File: src/pmp_pkg.sv
package pmp_pkg;

  // --------------------------------------------------
  // Sizes
  // --------------------------------------------------
  localparam int PMP_ENTRIES    = 8;
  localparam int XLEN           = 64;

  // Address stores write-data bits 37:9
  localparam int PMP_ADDR_WIDTH = 29;
  localparam int PMP_ADDR_LSB   = 9;

  // One configuration byte per entry inside pmpcfg0
  localparam int PMP_CFG_BITS   = 8;

  // --------------------------------------------------
  // CSR select and write-enable layout
  // --------------------------------------------------
  localparam int PMP_CSR_NUM    = 9;
  localparam int PMP_SEL_CFG0   = 0;
  // pmpaddr0..pmpaddr7 follow on consecutive bits
  localparam int PMP_SEL_ADDR0  = 1;

  // --------------------------------------------------
  // Field types
  // --------------------------------------------------
  // Address-matching mode
  typedef enum logic [1:0] {
    OFF   = 2'b00,
    TOR   = 2'b01,
    NA4   = 2'b10,
    NAPOT = 2'b11
  } pmp_amode_e;

  // Configuration byte, most significant field first
  typedef struct packed {
    logic       lock;
    logic [1:0] rsvd;
    pmp_amode_e mode;
    logic       x;
    logic       w;
    logic       r;
  } pmp_cfg_t;

  typedef logic [PMP_ADDR_WIDTH-1:0] pmp_addr_t;

endpackage

File: src/pmp_entry_if.sv
`timescale 1ns/100ps

interface pmp_entry_if;

  // Write strobes, one cycle wide
  logic                cfg_wen;
  logic                addr_wen;

  // Write fields from the CSR data
  pmp_pkg::pmp_cfg_t   cfg_wdata;
  pmp_pkg::pmp_addr_t  addr_wdata;

  // Stored values of the entry
  pmp_pkg::pmp_cfg_t   cfg;
  pmp_pkg::pmp_addr_t  addr;

  // Write decoder side, sees cfg for the TOR lock of the entry below
  modport decode (
    output cfg_wen,
    output addr_wen,
    output cfg_wdata,
    output addr_wdata,
    input  cfg
  );

  modport entry (
    input  cfg_wen,
    input  addr_wen,
    input  cfg_wdata,
    input  addr_wdata,
    output cfg,
    output addr
  );

  modport readout (
    input  cfg,
    input  addr
  );

endinterface

File: src/pmp_csr_decode.sv
`timescale 1ns/100ps

module pmp_csr_decode (
  input  logic [pmp_pkg::XLEN-1:0]        cp0_pmp_wdata,
  input  logic [pmp_pkg::PMP_CSR_NUM-1:0] pmp_csr_wen,
  pmp_entry_if.decode                     ent [pmp_pkg::PMP_ENTRIES]
);

  // Address field shared by all pmpaddr writes
  pmp_pkg::pmp_addr_t              addr_field;

  // Next entry locked in TOR mode, freezes this address
  logic [pmp_pkg::PMP_ENTRIES-1:0] next_tor_lock;

  assign addr_field = cp0_pmp_wdata[pmp_pkg::PMP_ADDR_LSB +: pmp_pkg::PMP_ADDR_WIDTH];

  // --------------------------------------------------
  // Per-entry write strobes and fields
  // --------------------------------------------------
  genvar i;
  generate
    for (i = 0; i < pmp_pkg::PMP_ENTRIES; i++)
    begin : g_ent
      // One pmpcfg0 write reaches every byte
      assign ent[i].cfg_wen   = pmp_csr_wen[pmp_pkg::PMP_SEL_CFG0];
      assign ent[i].cfg_wdata = pmp_pkg::pmp_cfg_t'(
        cp0_pmp_wdata[i*pmp_pkg::PMP_CFG_BITS +: pmp_pkg::PMP_CFG_BITS]);

      if (i < pmp_pkg::PMP_ENTRIES - 1)
      begin : g_next
        assign next_tor_lock[i] = ent[i+1].cfg.lock
                                  && (ent[i+1].cfg.mode == pmp_pkg::TOR);
      end
      else
      begin : g_last
        // Top entry has no upper neighbour
        assign next_tor_lock[i] = 1'b0;
      end

      // Own lock is checked inside the entry
      assign ent[i].addr_wen   = pmp_csr_wen[pmp_pkg::PMP_SEL_ADDR0 + i]
                                 && !next_tor_lock[i];
      assign ent[i].addr_wdata = addr_field;
    end
  endgenerate

endmodule

File: src/pmp_entry.sv
`timescale 1ns/100ps

module pmp_entry (
  input  logic       cpuclk,
  input  logic       cpurst_b,
  pmp_entry_if.entry ent
);

  logic                cfg_lock;
  pmp_pkg::pmp_amode_e cfg_mode;
  logic                cfg_x;
  logic                cfg_w;
  logic                cfg_r;
  pmp_pkg::pmp_addr_t  addr_q;

  logic                cfg_upd;
  logic                addr_upd;

  // Own lock blocks both registers until reset
  assign cfg_upd  = ent.cfg_wen && !cfg_lock;
  assign addr_upd = ent.addr_wen && !cfg_lock;

  // --------------------------------------------------
  // Configuration byte
  // --------------------------------------------------
  always_ff @(posedge cpuclk or negedge cpurst_b)
  begin
    if (!cpurst_b)
    begin
      cfg_lock <= 1'b0;
      cfg_mode <= pmp_pkg::OFF;
      cfg_x    <= 1'b0;
      cfg_w    <= 1'b0;
      cfg_r    <= 1'b0;
    end
    else if (cfg_upd)
    begin
      cfg_lock <= ent.cfg_wdata.lock;
      cfg_mode <= ent.cfg_wdata.mode;
      cfg_x    <= ent.cfg_wdata.x;
      cfg_w    <= ent.cfg_wdata.w;
      cfg_r    <= ent.cfg_wdata.r;
    end
  end

  // --------------------------------------------------
  // Address register
  // --------------------------------------------------
  always_ff @(posedge cpuclk or negedge cpurst_b)
  begin
    if (!cpurst_b)
      addr_q <= '0;
    else if (addr_upd)
      addr_q <= ent.addr_wdata;
  end

  // Reserved bits always read zero
  assign ent.cfg  = '{lock: cfg_lock, rsvd: 2'b00, mode: cfg_mode,
                      x: cfg_x, w: cfg_w, r: cfg_r};
  assign ent.addr = addr_q;

endmodule

File: src/pmp_read_mux.sv
`timescale 1ns/100ps

module pmp_read_mux (
  input  logic [pmp_pkg::PMP_CSR_NUM-1:0] pmp_csr_sel,
  pmp_entry_if.readout                    ent [pmp_pkg::PMP_ENTRIES],
  output logic [pmp_pkg::XLEN-1:0]        pmpcfg0_value,
  output logic [pmp_pkg::XLEN-1:0]        pmp_cp0_data
);

  localparam int ADDR_TOP_ZEROS = pmp_pkg::XLEN - pmp_pkg::PMP_ADDR_WIDTH
                                  - pmp_pkg::PMP_ADDR_LSB;

  // Addresses at their CSR bit positions
  logic [pmp_pkg::XLEN-1:0] addr_img [pmp_pkg::PMP_ENTRIES];

  // --------------------------------------------------
  // pmpcfg0 packing and address images
  // --------------------------------------------------
  genvar i;
  generate
    for (i = 0; i < pmp_pkg::PMP_ENTRIES; i++)
    begin : g_img
      // Entry 0 in the lowest byte, bits 6:5 forced to zero
      assign pmpcfg0_value[i*pmp_pkg::PMP_CFG_BITS +: pmp_pkg::PMP_CFG_BITS] =
        {ent[i].cfg.lock, 2'b00, ent[i].cfg.mode,
         ent[i].cfg.x, ent[i].cfg.w, ent[i].cfg.r};

      assign addr_img[i] = {{ADDR_TOP_ZEROS{1'b0}},
                            ent[i].addr,
                            {pmp_pkg::PMP_ADDR_LSB{1'b0}}};
    end
  endgenerate

  // --------------------------------------------------
  // One-hot AND-OR read
  // --------------------------------------------------
  always_comb
  begin
    pmp_cp0_data = {pmp_pkg::XLEN{pmp_csr_sel[pmp_pkg::PMP_SEL_CFG0]}}
                   & pmpcfg0_value;
    for (int k = 0; k < pmp_pkg::PMP_ENTRIES; k++)
    begin
      pmp_cp0_data = pmp_cp0_data
                     | ({pmp_pkg::XLEN{pmp_csr_sel[pmp_pkg::PMP_SEL_ADDR0 + k]}}
                        & addr_img[k]);
    end
  end

endmodule

File: src/ct_pmp_regs.sv
`timescale 1ns/100ps

module ct_pmp_regs (
  input  logic                            cpuclk,
  input  logic                            cpurst_b,
  input  logic [pmp_pkg::XLEN-1:0]        cp0_pmp_wdata,
  input  logic [pmp_pkg::PMP_CSR_NUM-1:0] pmp_csr_sel,
  input  logic [pmp_pkg::PMP_CSR_NUM-1:0] pmp_csr_wen,
  output logic [pmp_pkg::XLEN-1:0]        pmp_cp0_data,
  output logic [pmp_pkg::XLEN-1:0]        pmpcfg0_value,
  output pmp_pkg::pmp_addr_t              pmpaddr_value [pmp_pkg::PMP_ENTRIES]
);

  // One link per entry between decoder, entry and read mux
  pmp_entry_if ent [pmp_pkg::PMP_ENTRIES] ();

  // --------------------------------------------------
  // Write decode with TOR lock
  // --------------------------------------------------
  pmp_csr_decode u_decode (
    .cp0_pmp_wdata (cp0_pmp_wdata),
    .pmp_csr_wen   (pmp_csr_wen),
    .ent           (ent)
  );

  // --------------------------------------------------
  // Entry registers
  // --------------------------------------------------
  genvar i;
  generate
    for (i = 0; i < pmp_pkg::PMP_ENTRIES; i++)
    begin : g_entry
      pmp_entry u_entry (
        .cpuclk   (cpuclk),
        .cpurst_b (cpurst_b),
        .ent      (ent[i])
      );

      assign pmpaddr_value[i] = ent[i].addr;
    end
  endgenerate

  // --------------------------------------------------
  // CSR read path
  // --------------------------------------------------
  pmp_read_mux u_read_mux (
    .pmp_csr_sel   (pmp_csr_sel),
    .ent           (ent),
    .pmpcfg0_value (pmpcfg0_value),
    .pmp_cp0_data  (pmp_cp0_data)
  );

endmodule

File: config.mk
export PLATFORM = sky130hd
export DESIGN_NAME = ct_pmp_regs
export DESIGN_NICKNAME = d
export VERILOG_FILES = /design/src/pmp_pkg.sv /design/src/pmp_entry_if.sv /design/src/pmp_csr_decode.sv /design/src/pmp_entry.sv /design/src/pmp_read_mux.sv /design/src/ct_pmp_regs.sv
export SDC_FILE = /design/constraint.sdc
export NUM_CORES = 1
export LEC_CHECK = 0
export ABC_AREA = 1
export BUFFER_PORTS_ARGS = -buffer_cell sky130_fd_sc_hd__buf_4
export CORE_UTILIZATION = 45
export DETAILED_ROUTE_END_ITERATION = 10
export PLACE_DENSITY = 0.75
export SLEW_MARGIN = 25
export SYNTH_ARGS = -nofsm -noshare
export SYNTH_HDL_FRONTEND = slang
export SYNTH_SLANG_ARGS = --single-unit
File: constraint.sdc
create_clock -name cpuclk -period 2.75 [get_ports cpuclk]
set_input_delay 0.275 -clock cpuclk [delete_from_list [all_inputs] [get_ports cpuclk]]
set_output_delay 0.275 -clock cpuclk [all_outputs]
set_load 0.01 [all_outputs]
==> results by group, run 1 <==
Synthesis
  • Post-synth ARST share: 1.00
  • Synth unique cells: 16
  • Sequential area share after synthesis: 0.513
  • Average cell area after synthesis: 7.43 um^2
  • Synth top area share: 0.513
  • EDFF count, synth: 0
  • Flops & latches, synth: 280
  • Most common cell in the synthesized netlist: nand2_1
  • Post-synth top cells: nand2_1 (923), dfrtp_1 (280), nand3_1 (257)
  • Mapped Area: 0.0136 mm^2
  • Yosys Warn Count: 0
  • Mapped Cells: 1838
  • Primary FF master, synth: dfrtp_1
  • Area leader, netlist: dfrtp_1
  • Area contributors post-synth: dfrtp_1 (51%), nand2_1 (25%), nand3_1 (9.4%)

Route
  • Drt first pass iters: 5
  • 1st-iter DRT viols: 1269
  • WL per Instance: 21.3 um
  • Drt total wl: 54.9 mm
  • DR vias: 14.0k
  • Vias/cell: 5.42
  • Detail Route Antenna Nets: 0
  • DRC viols: 0

Die
  • Die H: 176 um
  • Die area: 0.0310 mm^2
  • I/O pin total: 444
  • Site Rows: 63
  • Core ar.: 0.0297 mm^2
  • Die Span X: 176 um
  • Starting Density: 0.459

CTS
  • CTS tree: built
  • H-tree depth: 1
  • Clk sinks: 280
  • Clock Path Buffers: 3
  • Cts repair resizes: 0
  • Worst-path clk slew: 0.06 ns
  • Clock buffer count from CTS: 30
  • # Post-CTS Setup Buffers: 0
  • Worst skew pair latency: 0.55 ns
  • CTS root buf: clkbuf_16

Worst setup path
  • R2R depth: 5
  • Reg2reg end: g_entry[5].u_entry.ent.addr[24]$_DFFE_PN0P_
  • Critical path's most frequent cell: nand2_1
  • Nature of the critical path startpoint: register
  • Setup crit end: pmp_cp0_data[21]
  • R2r setup slk: 0.80 ns
  • Reg2reg start: g_entry[6].u_entry.cfg_lock$_DFFE_PN0P_
  • Setup crit end kind: output pin
  • Critical path peak fanout: 3
  • Crit path required time: 2.48 ns
  • Worst EP arrival: 1.68 ns
  • CP Class: reg2out
  • Largest stage delay on the critical path: 0.42 ns
  • CP Cell Sequence: nand2_1, nand2_1, nor2_1, nand2_1, buf_4
  • Crit path from: g_entry[1].u_entry.ent.addr[12]$_DFFE_PN0P_
  • CP max-delay cell: dfrtp_1

STA
  • Top achievable clock speed: 511 MHz
  • Post-route setup slack: 0.793 ns
  • Final Cycle Share: 0.712
  • Clock Skew: 0.00840 ns
  • Fin Setup TNS: 0 ns
  • Slew Viols, Final: 0
  • Fin. Hold Viols: 0
  • Crit path time final: 1.96 ns
  • Worst slew pin tran: 0.872 ns
  • Unrepaired setup endpoints after global routing: false
  • Worst slew margin relative to its limit: 0.417
  • Final Setup Violations: 0

Placement
  • Final Wtd Congestion: 0.843
  • Post-Place Setup Slack: 0.879 ns
  • Final HPWL from detailed placement: 35.7 mm
  • PortBufs: 409

Cells and area
  • Ratio of cells with drive above 1 in the final layout: 0.232
  • Area Overhead vs Synth: 30.9%
  • Final #Nets: 2254

Global route
  • GR Overflow Total: 0
  • First-pass GRT wire length: 80.8 mm
  • Initial antenna violation count: 0
  • Largest net degree at the start of global routing: 86
  • Vias in the first global route: 13.1k
  • GRT Util Overall: 0.349

Pwr
  • Leakage power: 10.6 nW
  • PwrDens: 496 mW/mm^2
  • Peak VDD IR: 476 uV
  • Pwr Total: 8.86 mW

Status
  • Status: complete, no violations

Run
  • Max-cap viol count: 0

Hold path
  • HP Class: in2reg
-- power breakdown --
group | switching [mW] | internal [mW] | total, mW | leakage, nW
sequential | 0 | 4.12 | 4.12 | 3.86
clock | 1.71 | 2.57 | 4.28 | 0.518
combinational | 0.327 | 0.129 | 0.456 | 6.27
-- what timing repair did --
| item | 4_1_cts | 5_1_grt |
|---|---|---|
| endpoints found under the hold margin | 103 | 0 |
| hold buffers | 26 | 0 |
| endpoints found under the setup margin | 0 | 0 |
-- flip-flops by register name (all words and copies together) (netlist names) --
| name | count |
|---|---|
| g_entry.u_entry.cfg_w | 8 |
| g_entry.u_entry.cfg_mode | 16 |
| g_entry.u_entry.cfg_lock | 8 |
| g_entry.u_entry.cfg_r | 8 |
| g_entry.u_entry.ent.addr | 232 |
| g_entry.u_entry.cfg_x | 8 |
-- worst max-delay path: cells and delay by family (launching register included) --
| family | cells | cell delay, ns |
|---|---|---|
| and+or+nand+nor | 4 | 0.54 |
| DFF | 1 | 0.42 |
| buffers and inverters | 1 | 0.17 |
-- worst min path at each step --
stage                      start                                           to  depth (start not counted)
2_1_floorplan           cpurst_b      g_entry[0].u_entry.cfg_lock$_DFFE_PN0P_                          0
3_3_place_gp            cpurst_b  g_entry[5].u_entry.ent.addr[15]$_DFFE_PN0P_                          1
3_5_place_dp            cpurst_b  g_entry[5].u_entry.ent.addr[15]$_DFFE_PN0P_                          1
4_1_cts        cp0_pmp_wdata[58]         g_entry[7].u_entry.cfg_x$_DFFE_PN0P_                          3
5_1_grt        cp0_pmp_wdata[31]  g_entry[6].u_entry.ent.addr[22]$_DFFE_PN0P_                          3
6_report       cp0_pmp_wdata[10]   g_entry[3].u_entry.ent.addr[1]$_DFFE_PN0P_                          3
-- stage by stage --
step	util	hold WS, ns	cells	instance area (um^2)
6_report	0.601	0.0303	2585	17900
5_1_grt	0.601	0.0247	2584	17900
4_1_cts	0.601	0.00359	2584	17900
3_5_place_dp	0.557	0.347	2502	16600
3_3_place_gp	0.557	0.345	2502	16600
2_1_floorplan	-	-0.0206	1862	13700
-- kinds of logic (layout without fill, tap and decap cells) --
kind of cell           Yosys count  after routing  share of synthesized area
AND/OR/NAND/NOR               1251           1251                      0.369
flip-flops                     280            280                      0.513
AO/OA/AOI/OAI                   47             47                     0.0172
other                            1             26                   0.000275
buffers and inverters          259            591                      0.100
-- layout by cell type, fill, tap and decap left out, types with 25 or more instances in the layout --
master,n
conb_1,25
nor2_1,61
dfrtp_1,280
clkbuf_16,31
nand2_1,920
inv_1,70
o21ai_1,25
buf_4,433
nand3_1,250
dlygate4sd3_1,26
-- metal layers --
layer / up-vias / share of wire / track usage / routed length, um
li1: 6273 / - / - / -
met1: 6658 / 0.38 / 0.457 / 20900
met2: 920 / 0.47 / 0.569 / 25800
met3: 163 / 0.10 / 0.0618 / 5730
met4: 0 / 0.047 / 0.153 / 2600
met5: - / 0 / 0 / 0
-- layout make-up --
type / instances / area, um^2
Antenna cell: 1 / 2.50
Sequential cell: 280 / 7010
Fill cell: 2612 / 11900
Inverter: 71 / 267
Timing Repair Buffer: 464 / 3610
Clock buffer: 42 / 867
Multi-Input combinational cell: 1323 / 5450
Tap cell: 390 / 488
Clock inverter: 14 / 180
Note: power is estimated with default switching activity, not from simulation.
==> run 2: changes to the inputs <==
--- a/config.mk
+++ b/config.mk
@@ -9,7 +9,7 @@
 export BUFFER_PORTS_ARGS = -buffer_cell sky130_fd_sc_hd__buf_4
 export CORE_UTILIZATION = 45
 export DETAILED_ROUTE_END_ITERATION = 10
-export PLACE_DENSITY = 0.75
+export PLACE_DENSITY = 0.78
 export SLEW_MARGIN = 25
 export SYNTH_ARGS = -nofsm -noshare
 export SYNTH_HDL_FRONTEND = slang
==> constraint.sdc (replaced) <==
create_clock -name cpuclk -period 1.8 [get_ports cpuclk]
set_input_delay 0.18 -clock cpuclk [delete_from_list [all_inputs] [get_ports cpuclk]]
set_output_delay 0.18 -clock cpuclk [all_outputs]
set_load 0.01 [all_outputs]
==> run 2 against run 1 <==
Against the previous run: clock power is 48% higher; critical path depth stayed put; die area stayed put; critical endpoint is now pmp_cp0_data[22]; largest cell class unchanged; first-iteration DRC count is 19% higher; global-route usage is 0.059 points higher; combinational power is 71% higher.
==> results by group, run 2 (synthesis gave the netlist of run 1 again) <==
CTS
  • Clock buffer count from CTS: 30
  • Worst skew pair latency: 0.56 ns
  • Clk sinks: 280
  • Clock Path Buffers: 3
  • H-tree depth: 1
  • Worst-path clk slew: 0.06 ns
  • CTS root buf: clkbuf_16
  • CTS tree: built

Die
  • Die H: 176 um
  • Starting Density: 0.459
  • Die Span X: 176 um
  • Core ar.: 0.0297 mm^2
  • Die area: 0.0310 mm^2
  • I/O pin total: 444
  • Site Rows: 63

Cells and area
  • Post-route cell area: 0.0184 mm^2
  • Ratio of cells with drive above 1 in the final layout: 0.239
  • Fin util: 0.618
  • Commonest non-fill, non-tap cell in the layout: nand2_1
  • Final #Nets: 2302
  • Final Non-Filler Cells: 2631
  • Highest-count cells in the layout ignoring fill and taps: nand2_1 (918), buf_4 (443), dfrtp_1 (277), nand3_1 (250), inv_1 (70)
  • Area Overhead vs Synth: 34.6%
  • Max reg flops: 232
  • ANT cells: 0

Worst setup path
  • Nature of the critical path startpoint: register
  • Critical path peak fanout: 3
  • Crit path required time: 1.62 ns
  • Setup crit end kind: output pin
  • Worst EP arrival: 1.57 ns
  • CP Class: reg2out

Pwr
  • Pwr Total: 13.4 mW
  • Leakage power: 10.9 nW
  • PwrDens: 729 mW/mm^2
  • Peak VDD IR: 647 uV

Global route
  • GR Overflow Total: 0
  • Largest net degree at the start of global routing: 67
  • GRT Util Overall: 0.350
  • First-pass GRT wire length: 81.6 mm
  • Vias in the first global route: 13.8k
  • Initial antenna violation count: 0

Route
  • DRC viols: 0
  • Drt first pass iters: 6
  • DR vias: 14.4k
  • WL per Instance: 20.9 um
  • Drt total wl: 55.1 mm
  • Detail Route Antenna Nets: 0
  • Vias/cell: 5.48
  • 1st-iter DRT viols: 1504

STA
  • Worst slew pin tran: 0.623 ns
  • Post-route setup slack: 0.0477 ns
  • Fin. Hold Viols: 0
  • Final Setup Violations: 0
  • Slew Viols, Final: 0
  • Fin Setup TNS: 0 ns
  • WHS: 0.0729 ns
  • Crit path time final: 1.75 ns
  • Top achievable clock speed: 571 MHz
  • Clock Skew: 0.0185 ns
  • Final Cycle Share: 0.973
  • Worst slew margin relative to its limit: 0.585

Placement
  • Post-Place Setup Slack: 0.351 ns
  • PortBufs: 409
  • Placed cells: 2517
  • DP Area: 0.0168 mm^2
  • Final HPWL from detailed placement: 35.9 mm
  • Final Wtd Congestion: 0.876

Status
  • Status: complete, no violations

Hold path
  • HP Class: in2reg

Run
  • Max-cap viol count: 0
run 2: changes by cell type in the layout (fill, tap and decap cells not counted), moves of 5 or more:
| cell | before | now |
|---|---|---|
| nor2_2 | 0 | 5 |
| buf_4 | 433 | 443 |
| nor2_1 | 61 | 56 |
| dlygate4sd3_1 | 26 | 57 |
| buf_12 | 4 | 11 |
run 2: routing by layer:
metal,up-vias,global-route usage,share of wire
li1,6357,-,-
met1,6843,0.441,0.36
met2,1034,0.570,0.47
met3,188,0.0795,0.12
met4,0,0.168,0.050
met5,-,0,0
run 2: path summary, 6_finish.rpt:
path | depth (start not counted) | from | slack, ns | to
max | 5 | g_entry[7].u_entry.ent.addr[13]$_DFFE_PN0P_ | 0.05 | pmp_cp0_data[22]
max in group asynchronous | 3 | cpurst_b | 0.85 | g_entry[5].u_entry.ent.addr[7]$_DFFE_PN0P_
min reg2reg | 2 | g_entry[6].u_entry.ent.addr[28]$_DFFE_PN0P_ | 0.50 | g_entry[6].u_entry.ent.addr[28]$_DFFE_PN0P_
max reg2reg | 5 | g_entry[5].u_entry.cfg_lock$_DFFE_PN0P_ | 0.35 | g_entry[5].u_entry.ent.addr[26]$_DFFE_PN0P_
min in group asynchronous | 2 | cpurst_b | 0.18 | g_entry[0].u_entry.ent.addr[5]$_DFFE_PN0P_
min | 3 | pmp_csr_wen[0] | 0.07 | g_entry[6].u_entry.cfg_lock$_DFFE_PN0P_
run 2: cell type report:
cell class | count | area, um^2
Sequential cell | 280 | 7010
Clock buffer | 45 | 908
Clock inverter | 10 | 105
Multi-Input combinational cell | 1323 | 5470
Tap cell | 390 | 488
Inverter | 71 | 267
Timing Repair Buffer | 512 | 4130
Fill cell | 2509 | 11300
run 2: power breakdown:
group          internal [mW]  switching, mW
clock network           3.75           2.58
logic                  0.258          0.520
registers               6.29              0
total                   10.3           3.10
run 2: worst max-delay path, cell delays in order (launching register included):
cell,delay [ns]
dfrtp_1,0.42
nand2_1,0.12
nand2_1,0.07
nor2_2,0.17
nand2_1,0.09
buf_4,0.15
run 2: timing repair:
action | CTS | global route
hold endpoints to repair | 335 | 0
setup endpoints to repair | 0 | 6
resized for setup | 0 | 8
hold buffers | 57 | 0
buffers inserted | 0 | 2
==> run 3: changes to the inputs <==
--- a/config.mk
+++ b/config.mk
@@ -8,9 +8,11 @@
 export ABC_AREA = 1
 export BUFFER_PORTS_ARGS = -buffer_cell sky130_fd_sc_hd__buf_4
 export CORE_UTILIZATION = 45
+export CTS_BUF_LIST = sky130_fd_sc_hd__clkbuf_2 sky130_fd_sc_hd__clkbuf_4 sky130_fd_sc_hd__clkbuf_8
 export DETAILED_ROUTE_END_ITERATION = 10
-export PLACE_DENSITY = 0.78
+export PLACE_DENSITY = 0.75
 export SLEW_MARGIN = 25
 export SYNTH_ARGS = -nofsm -noshare
 export SYNTH_HDL_FRONTEND = slang
 export SYNTH_SLANG_ARGS = --single-unit
+export TNS_END_PERCENT = 20
==> run 3 against run 2 <==
Against the previous run: count of clock-buffer cells in the layout grew 28; first-iteration DRC count shrank 8.2%; power grew 2.7%; clock power grew 5.8%; cell area grew 0.76%; flip-flop and latch count is the same; routed wire length shrank 0.68%; clock skew shrank 0.0062 ns; critical endpoint is now pmp_cp0_data[19]; largest cell class unchanged; highest routed layer unchanged.
==> results by group, run 3 (synthesis gave the netlist of run 1 again) <==
Status
  • Status: complete, no violations

STA
  • Clock Skew: 0.0123 ns
  • Top achievable clock speed: 562 MHz
  • Worst slew margin relative to its limit: 0.584
  • WHS: 0.0391 ns
  • Unrepaired setup endpoints after global routing: true
  • Post-route setup slack: 0.0202 ns
  • Fin Setup TNS: 0 ns
  • Fin. Hold Viols: 0
  • Final Cycle Share: 0.989
  • Worst slew pin tran: 0.623 ns
  • Final Setup Violations: 0
  • Crit path time final: 1.78 ns
  • Slew Viols, Final: 0

Cells and area
  • ANT cells: 0
  • FILL cells: 2578
  • Fin util: 0.623
  • Max reg flops: 232
  • Post-route cell area: 0.0185 mm^2
  • Highest-count cells in the layout ignoring fill and taps: nand2_1 (918), buf_4 (446), dfrtp_1 (277), nand3_1 (250), inv_1 (70)
  • Final #Nets: 2323
  • Final Non-Filler Cells: 2665
  • Ratio of cells with drive above 1 in the final layout: 0.252
  • Commonest non-fill, non-tap cell in the layout: nand2_1
  • Area Overhead vs Synth: 35.7%

Hold path
  • HP Start: pmp_csr_wen[0]
  • Worst Hold Path Cells: 3
  • HP Class: in2reg
  • Worst Hold Endpoint: g_entry[5].u_entry.cfg_lock$_DFFE_PN0P_

Pwr
  • Peak VDD IR: 495 uV
  • Reg power frac: 0.457
  • Pwr Total: 13.8 mW
  • Sw Ratio: 0.231
  • P_sw: 3.18 mW
  • Clk pwr share: 0.486
  • PwrDens: 744 mW/mm^2
  • Gate power share: 0.057
  • Leakage power: 11.0 nW
  • Int Pwr: 10.6 mW

Placement
  • Post-Place Setup Slack: 0.391 ns
  • Placed cells: 2521
  • Final Wtd Congestion: 0.892
  • PortBufs: 409
  • DP Area: 0.0168 mm^2
  • Final HPWL from detailed placement: 36.6 mm

Worst setup path
  • Crit path required time: 1.62 ns
  • Worst EP arrival: 1.60 ns
  • R2R depth: 5
  • Setup crit end kind: output pin
  • CP Class: reg2out
  • R2r setup slk: 0.38 ns
  • Nature of the critical path startpoint: register
  • Reg2reg end: g_entry[3].u_entry.ent.addr[3]$_DFFE_PN0P_
  • Reg2reg start: g_entry[4].u_entry.cfg_lock$_DFFE_PN0P_
  • Critical path peak fanout: 3

Global route
  • Vias in the first global route: 14.0k
  • First-pass GRT wire length: 82.4 mm
  • GRT Util Overall: 0.352
  • Initial antenna violation count: 0
  • Largest net degree at the start of global routing: 67
  • GR Overflow Total: 0

CTS
  • Worst skew pair latency: 0.55 ns
  • Clock Path Buffers: 3
  • Worst-path clk slew: 0.07 ns
  • CTS tree: built
  • Clock buffer count from CTS: 48
  • Clk sinks: 280
  • CTS root buf: clkbuf_8
  • H-tree depth: 2

Route
  • DRC viols: 0
  • WL per Instance: 20.5 um
  • Drt first pass iters: 6
  • Drt total wl: 54.7 mm
  • Vias/cell: 5.37
  • DR vias: 14.3k
  • 1st-iter DRT viols: 1380
  • Detail Route Antenna Nets: 0

Die
  • Site Rows: 63
  • Die area: 0.0310 mm^2
  • Core ar.: 0.0297 mm^2
  • Die Span X: 176 um
  • Die H: 176 um
  • Starting Density: 0.459
  • I/O pin total: 444

Run
  • Max-cap viol count: 0
run 3: cell count changes in the layout (fill, tap and decap cells not counted):
cell       previous run  this run
buf_4               443       446
bufinv_16             2         5
clkbuf_1              6         0
clkbuf_16            31         0
clkbuf_4              0        11
clkbuf_8              8        62
nor2_1               56        58
nor2_2                5         2
nor2_4                7         8
run 3: critical path, stage by stage, from the launching register on:
cell and delay (ns):
dfrtp_2 0.45, nand2_1 0.08, nand2_1 0.05, nor2_1 0.20, nand2_2 0.11, buf_4 0.15
run 3: area by class of cell:
class | instances | area (um^2) | area share
clock buffers | 73 | 936 | 0.0505
flip-flops and latches | 280 | 7010 | 0.379
clock inverters | 13 | 195 | 0.0105
repair buffers | 515 | 4150 | 0.224
inverters | 71 | 267 | 0.0144
well taps | 390 | 488 | 0.0264
multi-input cells | 1323 | 5470 | 0.295
run 3: worst max path at each step:
stage / start / endpoint / slack (ns) / depth (start not counted)
2_1_floorplan: g_entry[6].u_entry.cfg_lock$_DFFE_PN0P_ / g_entry[6].u_entry.ent.addr[27]$_DFFE_PN0P_ / 0.65 / 6
3_3_place_gp: g_entry[4].u_entry.cfg_lock$_DFFE_PN0P_ / g_entry[3].u_entry.ent.addr[4]$_DFFE_PN0P_ / 0.46 / 5
3_5_place_dp: g_entry[3].u_entry.cfg_lock$_DFFE_PN0P_ / g_entry[2].u_entry.ent.addr[14]$_DFFE_PN0P_ / 0.39 / 5
4_1_cts: g_entry[7].u_entry.ent.addr[10]$_DFFE_PN0P_ / pmp_cp0_data[19] / 0.01 / 5
5_1_grt: g_entry[3].u_entry.ent.addr[10]$_DFFE_PN0P_ / pmp_cp0_data[19] / -0.009 / 5
6_report: g_entry[7].u_entry.ent.addr[10]$_DFFE_PN0P_ / pmp_cp0_data[19] / 0.02 / 5
run 3: repair_timing:
item	CTS	global route
endpoints found under the hold margin	333	0
resized for setup	2	7
buffers inserted	0	1
hold buffers	57	0
setup endpoints to repair	2	5
gates cloned	0	0
run 3: layer usage:
metal	wire length, um	global-route usage	vias up
li1	-	-	6421
met5	0	0	-
met3	6320	0.0932	196
met2	25600	0.571	970
met1	20000	0.432	6727
met4	2870	0.179	0
run 3: power by group through the flow:
stage | registers (mW) | clock network, mW | logic (mW)
3_5_place_dp | 6.41 | 0 | 0.659
6_report | 6.30 | 6.70 | 0.781
5_1_grt | 6.29 | 7.04 | 0.826
4_1_cts | 6.30 | 6.74 | 0.761
3_3_place_gp | 6.41 | 0 | 0.652
2_1_floorplan | 6.41 | 0 | 0.274
